**src/verilog/pinmux_cfg_pkg.sv**
```systemverilog
/*
  Config word layout of the pin multiplexer
  Three 32-bit words: multi-function select, GPIO direction, GPIO out type
  Direction and out-type words are indexed by GPIO bit, not by pad
  Multi-function bits above the UART enables are unused
*/
package pinmux_cfg_pkg;

  ////////////////////////////////////////
  // Function counts
  ////////////////////////////////////////
  localparam int CFG_W    = 32;
  localparam int NUM_PWM  = 6;
  localparam int NUM_UART = 2;
  localparam int NUM_INT  = 2;
  localparam int NUM_WS   = 4;
  localparam int SFLASH_W = 4;
  // High strap pads above low strap pads
  localparam int STRAP_W  = 16;

  typedef logic [CFG_W-1:0]    cfg_word_t;
  typedef logic [NUM_PWM-1:0]  pwm_vec_t;
  typedef logic [NUM_UART-1:0] uart_vec_t;
  typedef logic [NUM_INT-1:0]  int_vec_t;
  typedef logic [NUM_WS-1:0]   ws_vec_t;
  typedef logic [SFLASH_W-1:0] sflash_vec_t;
  typedef logic [STRAP_W-1:0]  strap_t;

  ////////////////////////////////////////
  // Multi-function word fields
  ////////////////////////////////////////
  // PWM enables, one per PWM slot
  localparam int PWM_EN_LSB  = 0;
  // Level interrupt enables
  localparam int INT_EN_LSB  = 6;
  // UART enables, cover both rx and tx pads
  localparam int UART_EN_LSB = 8;

endpackage

```
**src/verilog/pinmux_pad_pkg.sv**
```systemverilog
/*
  Pad map of the pin multiplexer
  38 pads, four 8-bit GPIO ports packed A, B, C, D from bit 0 upward
  Tables are indexed by pad number, NO_IDX marks a pad without that function
  Adding a pad function means editing the tables here, not the routing code
*/
package pinmux_pad_pkg;

  ////////////////////////////////////////
  // Pad and port sizes
  ////////////////////////////////////////
  localparam int NUM_PADS  = 38;
  localparam int GPIO_W    = 32;
  localparam int ARD_FIRST = 5;
  localparam int ARD_LAST  = 20;
  localparam int ARD_W     = ARD_LAST - ARD_FIRST + 1;
  // Pads outside the Arduino header range
  localparam int AUX_W     = NUM_PADS - ARD_W;
  localparam int NO_IDX    = -1;

  typedef logic [NUM_PADS-1:0] pad_vec_t;
  typedef logic [GPIO_W-1:0]   gpio_vec_t;
  typedef logic [ARD_W-1:0]    ard_vec_t;
  typedef logic [AUX_W-1:0]    aux_vec_t;

  ////////////////////////////////////////
  // Routing tables, one entry per pad
  ////////////////////////////////////////
  // GPIO bit: A0 = 0, B0 = 8, C0 = 16, D0 = 24
  localparam int PAD_GPIO_BIT [NUM_PADS] = '{
    0: 0, 1: 1, 2: 2, 3: 3, 4: 4,
    5: 22,
    6: 24, 7: 25, 8: 26, 9: 27, 10: 28,
    11: 14, 12: 15,
    13: 29, 14: 30, 15: 31,
    16: 8, 17: 9, 18: 10, 19: 11, 20: 12, 21: 13,
    22: 16, 23: 17, 24: 18, 25: 19, 26: 20, 27: 21,
    default: NO_IDX
  };

  // WS281x group, four pads per group
  localparam int PAD_WS_GRP [NUM_PADS] = '{
    5: 0, 6: 0, 7: 0, 8: 0,
    9: 1, 10: 1, 11: 1, 12: 1,
    13: 2, 14: 2, 15: 2, 16: 2,
    17: 3, 18: 3, 19: 3, 20: 3,
    default: NO_IDX
  };

  localparam int PAD_PWM_IDX [NUM_PADS] = '{
    9: 0, 13: 1, 14: 2, 17: 3, 18: 4, 19: 5, default: NO_IDX
  };

  localparam int PAD_UART_TX_IDX [NUM_PADS] = '{7: 0, 10: 1, default: NO_IDX};

  ////////////////////////////////////////
  // Fixed input pads
  ////////////////////////////////////////
  localparam int UART0_RX_PAD = 6;
  // Shared with INT0, UART 1 wins
  localparam int UART1_RX_PAD = 8;
  localparam int INT0_PAD     = 8;
  localparam int INT1_PAD     = 9;

  // Strap groups, eight pads each
  localparam int STRAP_PAD_LO = 13;
  localparam int STRAP_PAD_HI = 29;
  localparam int STRAP_PADS   = 8;

  // Quad serial flash
  localparam int SFLASH_SCK_PAD = 28;
  localparam int SFLASH_SS_BASE = 29;
  localparam int SFLASH_IO_BASE = 33;

endpackage
```
**src/verilog/pinmux_top.sv**
```systemverilog
/*
  Pin multiplexer top level
  Purely combinational, every output follows its inputs in the same cycle
  Header pads 5-20 come from the Arduino mux, all other pads from the aux mux
  pad_oen_o is active low
*/
module pinmux_top (
  input  pinmux_pad_pkg::pad_vec_t    pad_in_i,
  input  logic                        cfg_strap_pad_ctrl_i,
  input  pinmux_cfg_pkg::cfg_word_t   cfg_multi_func_sel_i,
  input  pinmux_cfg_pkg::cfg_word_t   cfg_gpio_dir_sel_i,
  input  pinmux_cfg_pkg::cfg_word_t   cfg_gpio_out_type_i,
  input  pinmux_pad_pkg::gpio_vec_t   gpio_out_i,
  input  pinmux_cfg_pkg::pwm_vec_t    pwm_wfm_i,
  input  pinmux_cfg_pkg::uart_vec_t   uart_txd_i,
  input  pinmux_cfg_pkg::ws_vec_t     ws_txd_i,
  input  logic                        sflash_sck_i,
  input  pinmux_cfg_pkg::sflash_vec_t sflash_ss_i,
  input  pinmux_cfg_pkg::sflash_vec_t sflash_do_i,
  input  pinmux_cfg_pkg::sflash_vec_t sflash_oen_i,
  output pinmux_pad_pkg::pad_vec_t    pad_out_o,
  output pinmux_pad_pkg::pad_vec_t    pad_oen_o,
  output pinmux_pad_pkg::gpio_vec_t   gpio_in_o,
  output pinmux_cfg_pkg::uart_vec_t   uart_rxd_o,
  output pinmux_cfg_pkg::int_vec_t    ext_intr_o,
  output pinmux_cfg_pkg::sflash_vec_t sflash_di_o,
  output pinmux_cfg_pkg::strap_t      strap_o,
  output pinmux_cfg_pkg::pwm_vec_t    pwm_enb_o
);
  import pinmux_pad_pkg::*;

  ard_vec_t ard_out;
  ard_vec_t ard_oen;
  aux_vec_t aux_out;
  aux_vec_t aux_oen;

  ////////////////////////////////////////
  // Input side
  ////////////////////////////////////////
  pinmux_in_route u_in_route (
    .pad_in_i             (pad_in_i),
    .cfg_multi_func_sel_i (cfg_multi_func_sel_i),
    .gpio_in_o            (gpio_in_o),
    .uart_rxd_o           (uart_rxd_o),
    .ext_intr_o           (ext_intr_o),
    .sflash_di_o          (sflash_di_o),
    .strap_o              (strap_o)
  );

  ////////////////////////////////////////
  // Output side
  ////////////////////////////////////////
  pinmux_arduino_out u_arduino_out (
    .cfg_strap_pad_ctrl_i (cfg_strap_pad_ctrl_i),
    .cfg_multi_func_sel_i (cfg_multi_func_sel_i),
    .cfg_gpio_dir_sel_i   (cfg_gpio_dir_sel_i),
    .cfg_gpio_out_type_i  (cfg_gpio_out_type_i),
    .gpio_out_i           (gpio_out_i),
    .pwm_wfm_i            (pwm_wfm_i),
    .uart_txd_i           (uart_txd_i),
    .ws_txd_i             (ws_txd_i),
    .ard_out_o            (ard_out),
    .ard_oen_o            (ard_oen),
    .pwm_enb_o            (pwm_enb_o)
  );

  pinmux_aux_out u_aux_out (
    .cfg_strap_pad_ctrl_i (cfg_strap_pad_ctrl_i),
    .cfg_gpio_dir_sel_i   (cfg_gpio_dir_sel_i),
    .gpio_out_i           (gpio_out_i),
    .sflash_sck_i         (sflash_sck_i),
    .sflash_ss_i          (sflash_ss_i),
    .sflash_do_i          (sflash_do_i),
    .sflash_oen_i         (sflash_oen_i),
    .aux_out_o            (aux_out),
    .aux_oen_o            (aux_oen)
  );

  // Aux slots below ARD_FIRST are pads 0-4, the rest start at pad 21
  assign pad_out_o = {aux_out[AUX_W-1:ARD_FIRST], ard_out, aux_out[ARD_FIRST-1:0]};
  assign pad_oen_o = {aux_oen[AUX_W-1:ARD_FIRST], ard_oen, aux_oen[ARD_FIRST-1:0]};

endmodule

```
**src/verilog/pinmux_aux_out.sv**
```systemverilog
/*
  Output mux for pads outside the Arduino header
  Covers Port A pads 0-4 and pads 21-37, packed in that order
  Pads 21-27 are plain GPIO, 28-36 the quad flash, 37 input only
  Strap control high turns pads 28-37 into inputs with out 0
*/
module pinmux_aux_out (
  input  logic                        cfg_strap_pad_ctrl_i,
  input  pinmux_cfg_pkg::cfg_word_t   cfg_gpio_dir_sel_i,
  input  pinmux_pad_pkg::gpio_vec_t   gpio_out_i,
  input  logic                        sflash_sck_i,
  input  pinmux_cfg_pkg::sflash_vec_t sflash_ss_i,
  input  pinmux_cfg_pkg::sflash_vec_t sflash_do_i,
  input  pinmux_cfg_pkg::sflash_vec_t sflash_oen_i,
  output pinmux_pad_pkg::aux_vec_t    aux_out_o,
  output pinmux_pad_pkg::aux_vec_t    aux_oen_o
);
  import pinmux_pad_pkg::*;
  import pinmux_cfg_pkg::*;

  always_comb begin
    int   a;
    int   gbit;
    logic val;
    logic oen;

    aux_out_o = '0;
    aux_oen_o = '1;

    for (int p = 0; p < NUM_PADS; p++) begin
      // Skip the header range, packed slot index otherwise
      if ((p < ARD_FIRST) || (p > ARD_LAST)) begin
        a    = (p < ARD_FIRST) ? p : p - ARD_W;
        gbit = PAD_GPIO_BIT[p];
        val  = 1'b0;
        oen  = 1'b1;

        if (p >= SFLASH_SCK_PAD) begin
          // Flash side, held as input by strap control
          if (cfg_strap_pad_ctrl_i || (p == NUM_PADS - 1)) begin
            oen = 1'b1;
          end else if (p == SFLASH_SCK_PAD) begin
            val = sflash_sck_i;
            oen = 1'b0;
          end else if (p < SFLASH_IO_BASE) begin
            val = sflash_ss_i[p-SFLASH_SS_BASE];
            oen = 1'b0;
          end else begin
            // Data lines turn around under flash control
            val = sflash_do_i[p-SFLASH_IO_BASE];
            oen = sflash_oen_i[p-SFLASH_IO_BASE];
          end
        end else if ((gbit != NO_IDX) && cfg_gpio_dir_sel_i[gbit]) begin
          val = gpio_out_i[gbit];
          oen = 1'b0;
        end

        aux_out_o[a] = val;
        aux_oen_o[a] = oen;
      end
    end
  end

endmodule

```
**src/verilog/pinmux_arduino_out.sv**
```systemverilog
/*
  Output mux for the Arduino header pads 5 to 20
  Purely combinational, no clock
  Per pad priority: strap hold, PWM, UART tx, rx or interrupt input,
  WS281x, GPIO out, input
  Input pads drive out 0 with oen high, oen is active low
  All per-pad data comes from the pad tables
*/
module pinmux_arduino_out (
  input  logic                      cfg_strap_pad_ctrl_i,
  input  pinmux_cfg_pkg::cfg_word_t cfg_multi_func_sel_i,
  input  pinmux_cfg_pkg::cfg_word_t cfg_gpio_dir_sel_i,
  input  pinmux_cfg_pkg::cfg_word_t cfg_gpio_out_type_i,
  input  pinmux_pad_pkg::gpio_vec_t gpio_out_i,
  input  pinmux_cfg_pkg::pwm_vec_t  pwm_wfm_i,
  input  pinmux_cfg_pkg::uart_vec_t uart_txd_i,
  input  pinmux_cfg_pkg::ws_vec_t   ws_txd_i,
  output pinmux_pad_pkg::ard_vec_t  ard_out_o,
  output pinmux_pad_pkg::ard_vec_t  ard_oen_o,
  output pinmux_cfg_pkg::pwm_vec_t  pwm_enb_o
);
  import pinmux_pad_pkg::*;
  import pinmux_cfg_pkg::*;

  pwm_vec_t  pwm_en;
  uart_vec_t uart_en;
  int_vec_t  int_en;

  ////////////////////////////////////////
  // Enable fields
  ////////////////////////////////////////
  assign pwm_en  = cfg_multi_func_sel_i[PWM_EN_LSB +: NUM_PWM];
  assign uart_en = cfg_multi_func_sel_i[UART_EN_LSB +: NUM_UART];
  assign int_en  = cfg_multi_func_sel_i[INT_EN_LSB +: NUM_INT];

  // PWM block uses the same enables
  assign pwm_enb_o = pwm_en;

  ////////////////////////////////////////
  // Per pad priority mux
  ////////////////////////////////////////
  always_comb begin
    int   gbit;
    int   pwm_idx;
    int   tx_idx;
    int   ws_grp;
    logic strap_pad;
    logic pwm_hit;
    logic tx_hit;
    logic in_hit;
    logic drive;
    logic val;

    ard_out_o = '0;
    ard_oen_o = '1;

    for (int p = ARD_FIRST; p <= ARD_LAST; p++) begin
      gbit    = PAD_GPIO_BIT[p];
      pwm_idx = PAD_PWM_IDX[p];
      tx_idx  = PAD_UART_TX_IDX[p];
      ws_grp  = PAD_WS_GRP[p];

      // Pad classification
      strap_pad = (p >= STRAP_PAD_LO) && (p < STRAP_PAD_LO + STRAP_PADS);
      pwm_hit   = (pwm_idx != NO_IDX) && pwm_en[pwm_idx];
      tx_hit    = (tx_idx != NO_IDX) && uart_en[tx_idx];

      // Enabled receive or interrupt pad
      in_hit = (uart_en[0] && (p == UART0_RX_PAD)) ||
               (uart_en[1] && (p == UART1_RX_PAD)) ||
               (int_en[0] && (p == INT0_PAD))      ||
               (int_en[1] && (p == INT1_PAD));

      drive = 1'b0;
      val   = 1'b0;

      if (cfg_strap_pad_ctrl_i && strap_pad) begin
        // Held as input while straps are sampled
        drive = 1'b0;
      end else if (pwm_hit) begin
        drive = 1'b1;
        val   = pwm_wfm_i[pwm_idx];
      end else if (tx_hit) begin
        drive = 1'b1;
        val   = uart_txd_i[tx_idx];
      end else if (in_hit) begin
        drive = 1'b0;
      end else if (cfg_gpio_out_type_i[gbit]) begin
        // Out type set selects the WS281x serial line of the group
        drive = 1'b1;
        val   = ws_txd_i[ws_grp];
      end else if (cfg_gpio_dir_sel_i[gbit]) begin
        drive = 1'b1;
        val   = gpio_out_i[gbit];
      end

      ard_out_o[p-ARD_FIRST] = drive & val;
      ard_oen_o[p-ARD_FIRST] = !drive;
    end
  end

endmodule

```
**src/verilog/pinmux_in_route.sv**
```systemverilog
/*
  Pad input routing
  Purely combinational, no clock
  GPIO inputs always see their pad, function inputs read 0 when disabled
  Strap and flash data lines are not gated by any enable
*/
module pinmux_in_route (
  input  pinmux_pad_pkg::pad_vec_t    pad_in_i,
  input  pinmux_cfg_pkg::cfg_word_t   cfg_multi_func_sel_i,
  output pinmux_pad_pkg::gpio_vec_t   gpio_in_o,
  output pinmux_cfg_pkg::uart_vec_t   uart_rxd_o,
  output pinmux_cfg_pkg::int_vec_t    ext_intr_o,
  output pinmux_cfg_pkg::sflash_vec_t sflash_di_o,
  output pinmux_cfg_pkg::strap_t      strap_o
);
  import pinmux_pad_pkg::*;
  import pinmux_cfg_pkg::*;

  uart_vec_t uart_en;
  int_vec_t  int_en;
  logic      int0_free;

  // Function enables
  assign uart_en = cfg_multi_func_sel_i[UART_EN_LSB +: NUM_UART];
  assign int_en  = cfg_multi_func_sel_i[INT_EN_LSB +: NUM_INT];

  ////////////////////////////////////////
  // GPIO port inputs
  ////////////////////////////////////////
  always_comb begin
    // Unmapped bits A5-A7 and C7 stay low
    gpio_in_o = '0;
    for (int p = 0; p < NUM_PADS; p++) begin
      if (PAD_GPIO_BIT[p] != NO_IDX) begin
        gpio_in_o[PAD_GPIO_BIT[p]] = pad_in_i[p];
      end
    end
  end

  ////////////////////////////////////////
  // UART receive and interrupts
  ////////////////////////////////////////
  assign uart_rxd_o[0] = uart_en[0] ? pad_in_i[UART0_RX_PAD] : 1'b0;
  assign uart_rxd_o[1] = uart_en[1] ? pad_in_i[UART1_RX_PAD] : 1'b0;

  // INT0 loses its pad to UART 1 receive when they share it
  assign int0_free = !(uart_en[1] && (INT0_PAD == UART1_RX_PAD));

  assign ext_intr_o[0] = (int_en[0] && int0_free) ? pad_in_i[INT0_PAD] : 1'b0;
  assign ext_intr_o[1] = int_en[1] ? pad_in_i[INT1_PAD] : 1'b0;

  ////////////////////////////////////////
  // Flash data and straps
  ////////////////////////////////////////
  assign sflash_di_o = pad_in_i[SFLASH_IO_BASE +: SFLASH_W];

  // strap[15:8] from the flash pads, strap[7:0] from the header pads
  assign strap_o = {pad_in_i[STRAP_PAD_HI +: STRAP_PADS],
                    pad_in_i[STRAP_PAD_LO +: STRAP_PADS]};

endmodule

```
**config.mk**
```make
export PLATFORM = sky130hd
export DESIGN_NAME = pinmux_top
export DESIGN_NICKNAME = d
export VERILOG_FILES = /design/src/verilog/pinmux_cfg_pkg.sv /design/src/verilog/pinmux_pad_pkg.sv /design/src/verilog/pinmux_top.sv /design/src/verilog/pinmux_aux_out.sv /design/src/verilog/pinmux_arduino_out.sv /design/src/verilog/pinmux_in_route.sv
export SDC_FILE = /design/constraint.sdc
export NUM_CORES = 1
export LEC_CHECK = 0
export BUFFER_PORTS_ARGS = -buffer_cell sky130_fd_sc_hd__buf_2
export CAP_MARGIN = 20
export CORE_AREA = 3 3 127 129
export DETAILED_ROUTE_END_ITERATION = 12
export DIE_AREA = 0 0 130 132
export GPL_ROUTABILITY_DRIVEN = 0
export GPL_TIMING_DRIVEN = 0
export PLACE_DENSITY_LB_ADDON = 0.05
export SYNTH_ARGS = -nofsm -noshare
export SYNTH_HDL_FRONTEND = slang
export SYNTH_HIERARCHICAL = 1
export SYNTH_SLANG_ARGS = --single-unit
```
**constraint.sdc**
```tcl
create_clock -name vclk -period 0.8
set_input_delay 0.04 -clock vclk [all_inputs]
set_output_delay 0.04 -clock vclk [all_outputs]
set_load 0.05 [all_outputs]
```
==> metrics.md <==
| Metric | Value |
|---|---|
| Dpl ws | -0.209 ns |
| First-pass GRT wire length | 8.56 mm |
| IO Port Bufs | 243 |
| Setup crit start kind | input port |
| Number of cells on the worst hold path | 2 |
| Period minus WS final | 0.842 ns |
| Largest net degree at the start of global routing | 14 |
| CP top delay family | multiplexers |
| Hold Path End | gpio_in_o[19] |
| Clkbuf count | 0 |
| Warnings from Yosys | 6 |
| Pre-antenna DRT Iters | 2 |
| Outcome | finished with violations |
| Initial Util | 7.77% |
| Die ar. | 0.0172 mm2 |
| Leading cell type in the layout, fill and taps excluded | buf_2 |
| FFs & Latches | 0 |
| Post-DR wirelength/cell | 10.1 um |
| Worst min-delay path class | in2out |
| Max stage delay cell, worst path | mux2_4 |
| RSZ-0062 raised after global routing | true |
| Number of max-cap violations | 0 |
| Final setup TNS | -0.148 ns |
| Failing checks | setup timing |
| Vias per cell | 3.23 |
| Ratio of cells with drive above 1 in the final layout | 82.5% |
| Rows | 45 |
| Number of global-route vias before repair | 1869 |
| Internal power | 0.995 mW |
| CP arrival | 0.80 ns |
| Setup CP Type | in2out |
| Vias | 1994 |
| Worst Path Buf+Inv | 2 |
| Final #Nets | 622 |
| Power density cells | 930 mW/mm2 |
| Switch Pwr | 1.89 mW |
| Wire length after detailed routing | 6.23 mm |
| Leak | 1.79 nW |
| Most frequent cells in the layout | 212 x buf_2, 77 x buf_4, 14 x and2_1 |
| Comb power frac | 100.0% |
| Register area share after synthesis | 0% |
| DRC Markers | 0 |
| Peak supply drop | 0.309 mV |
| Register area | 0 um2 |
| Post-synth cell types | 21 |
| Syn Inst Count | 180 |
| Critical Path RT | 0.76 ns |
| Worst hold start | pad_in_i[25] |
| Worst-path fanout max | 2 |
| Num ports | 330 |
| DP Wirelength | 5.76 mm |
| Die X | 130 um |
| Tot Pwr | 2.88 mW |
| Sequential share of power | 0% |
| Cell Area, Synth | 0.00118 mm2 |
| Switching Fraction | 65.5% |
| Area growth from synthesis to layout | 164% |
| Final hold vios | 0 |
| Initial antenna violation count | 0 |
| Core Util, Final | 20.5% |
| Slew Viols, Final | 0 |
| Mean area per synthesized cell | 6.53 um2 |
| Worst setup margin | -0.0419 ns |
| Hold_buf cts | 0 |
| DRT iter0 DRCs | 32 |
| Worst setup EP type | output pin |
| Die Y | 132 um |
| ANT nets after route | 0 |
| Fmax | 1.19 GHz |
| GRT Overall Usage | 6.02% |
| Final Cycle Share | 105% |
| CORE AREA | 0.0151 mm2 |
| Clock share of power | 0% |
| CP max stage delay | 0.30 ns |
| Total gr overflow | 0 |
| Setup Viol. Count Final | 4 |
| Cells along the critical path | buf_6 > mux2_4 > mux2i_4 > nor2_4 > buf_8 |
## power groups by stage
stage	clock [mW]	combinational, mW	sequential, mW
2_1_floorplan	0	1.97	0
3_3_place_gp	0	2.68	0
3_5_place_dp	0	2.68	0
4_1_cts	0	2.87	0
5_1_grt	0	3.03	0
6_report	0.000000167	2.88	0
## cells in the mapped netlist
cell type  count  area [um2]
o41ai_1        1        8.76
and2_2         1        7.51
nor2_1        16        60.1
o21ai_0        6        30.0
and2b_1        2        15.0
and2_1        14        87.6
or2_4          1        8.76
or2_1          4        25.0
conb_1         3        11.3
mux2_2         6        67.6
nor2b_1        9        56.3
inv_1         12        45.0
a221oi_1       1        8.76
mux2i_1       10         100
buf_6          1        11.3
and3b_1        1        8.76
nand2_1       11        41.3
o21bai_1       4        30.0
nor3_1         8        40.0
buf_4         65         488
or2_2          4        25.0
## final cells by class
cell class	count	area (um2)
Fill cell	1735	12000
Tap cell	188	235
Multi-Input combinational cell	105	900
Inverter	12	45.0
Antenna cell	1	2.50
Buffer	66	499
Timing Repair Buffer	245	1420
## cell families after synthesis
group	synth area share, %
multiplexers	14.3
AO/OA/AOI/OAI	6.60
AND/OR/NAND/NOR	31.9
buffers and inverters	46.3
other	0.957
## per-stage QoR
step,hold WS (ns),instance area [um2],instances
CTS,0.383,3050,616
floorplan,0.175,1330,183
detailed placement,0.383,2780,614
global route,0.385,3100,616
finish,0.382,3100,617
global placement,0.383,2780,614
## worst max-delay path by stage
stage	startpoint	endpoint	slack, ns	depth (start not counted)
CTS	cfg_gpio_out_type_i[30]	pad_out_o[14]	-0.04	5
finish	cfg_gpio_out_type_i[29]	pad_out_o[13]	-0.04	5
floorplan	cfg_multi_func_sel_i[6]	pad_out_o[8]	-0.09	3
global placement	cfg_gpio_out_type_i[9]	pad_out_o[17]	-0.21	5
detailed placement	cfg_gpio_out_type_i[9]	pad_out_o[17]	-0.21	5
global route	cfg_gpio_out_type_i[11]	pad_out_o[19]	-0.06	5
## timing repair
action                                  CTS  global route
gates resized for setup                  62            16
pin swaps                                 8             2
endpoints found under the setup margin   37            13
buffers inserted                          2             0
## metal layers
metal	wire length [um]	track usage [%]	up-vias
met3	694	0.932	2
met5	0	0	-
met1	1880	5.25	850
met2	3620	13.8	145
met4	27	0.520	0
li1	-	-	997
Power figures use the tool's default switching activity.
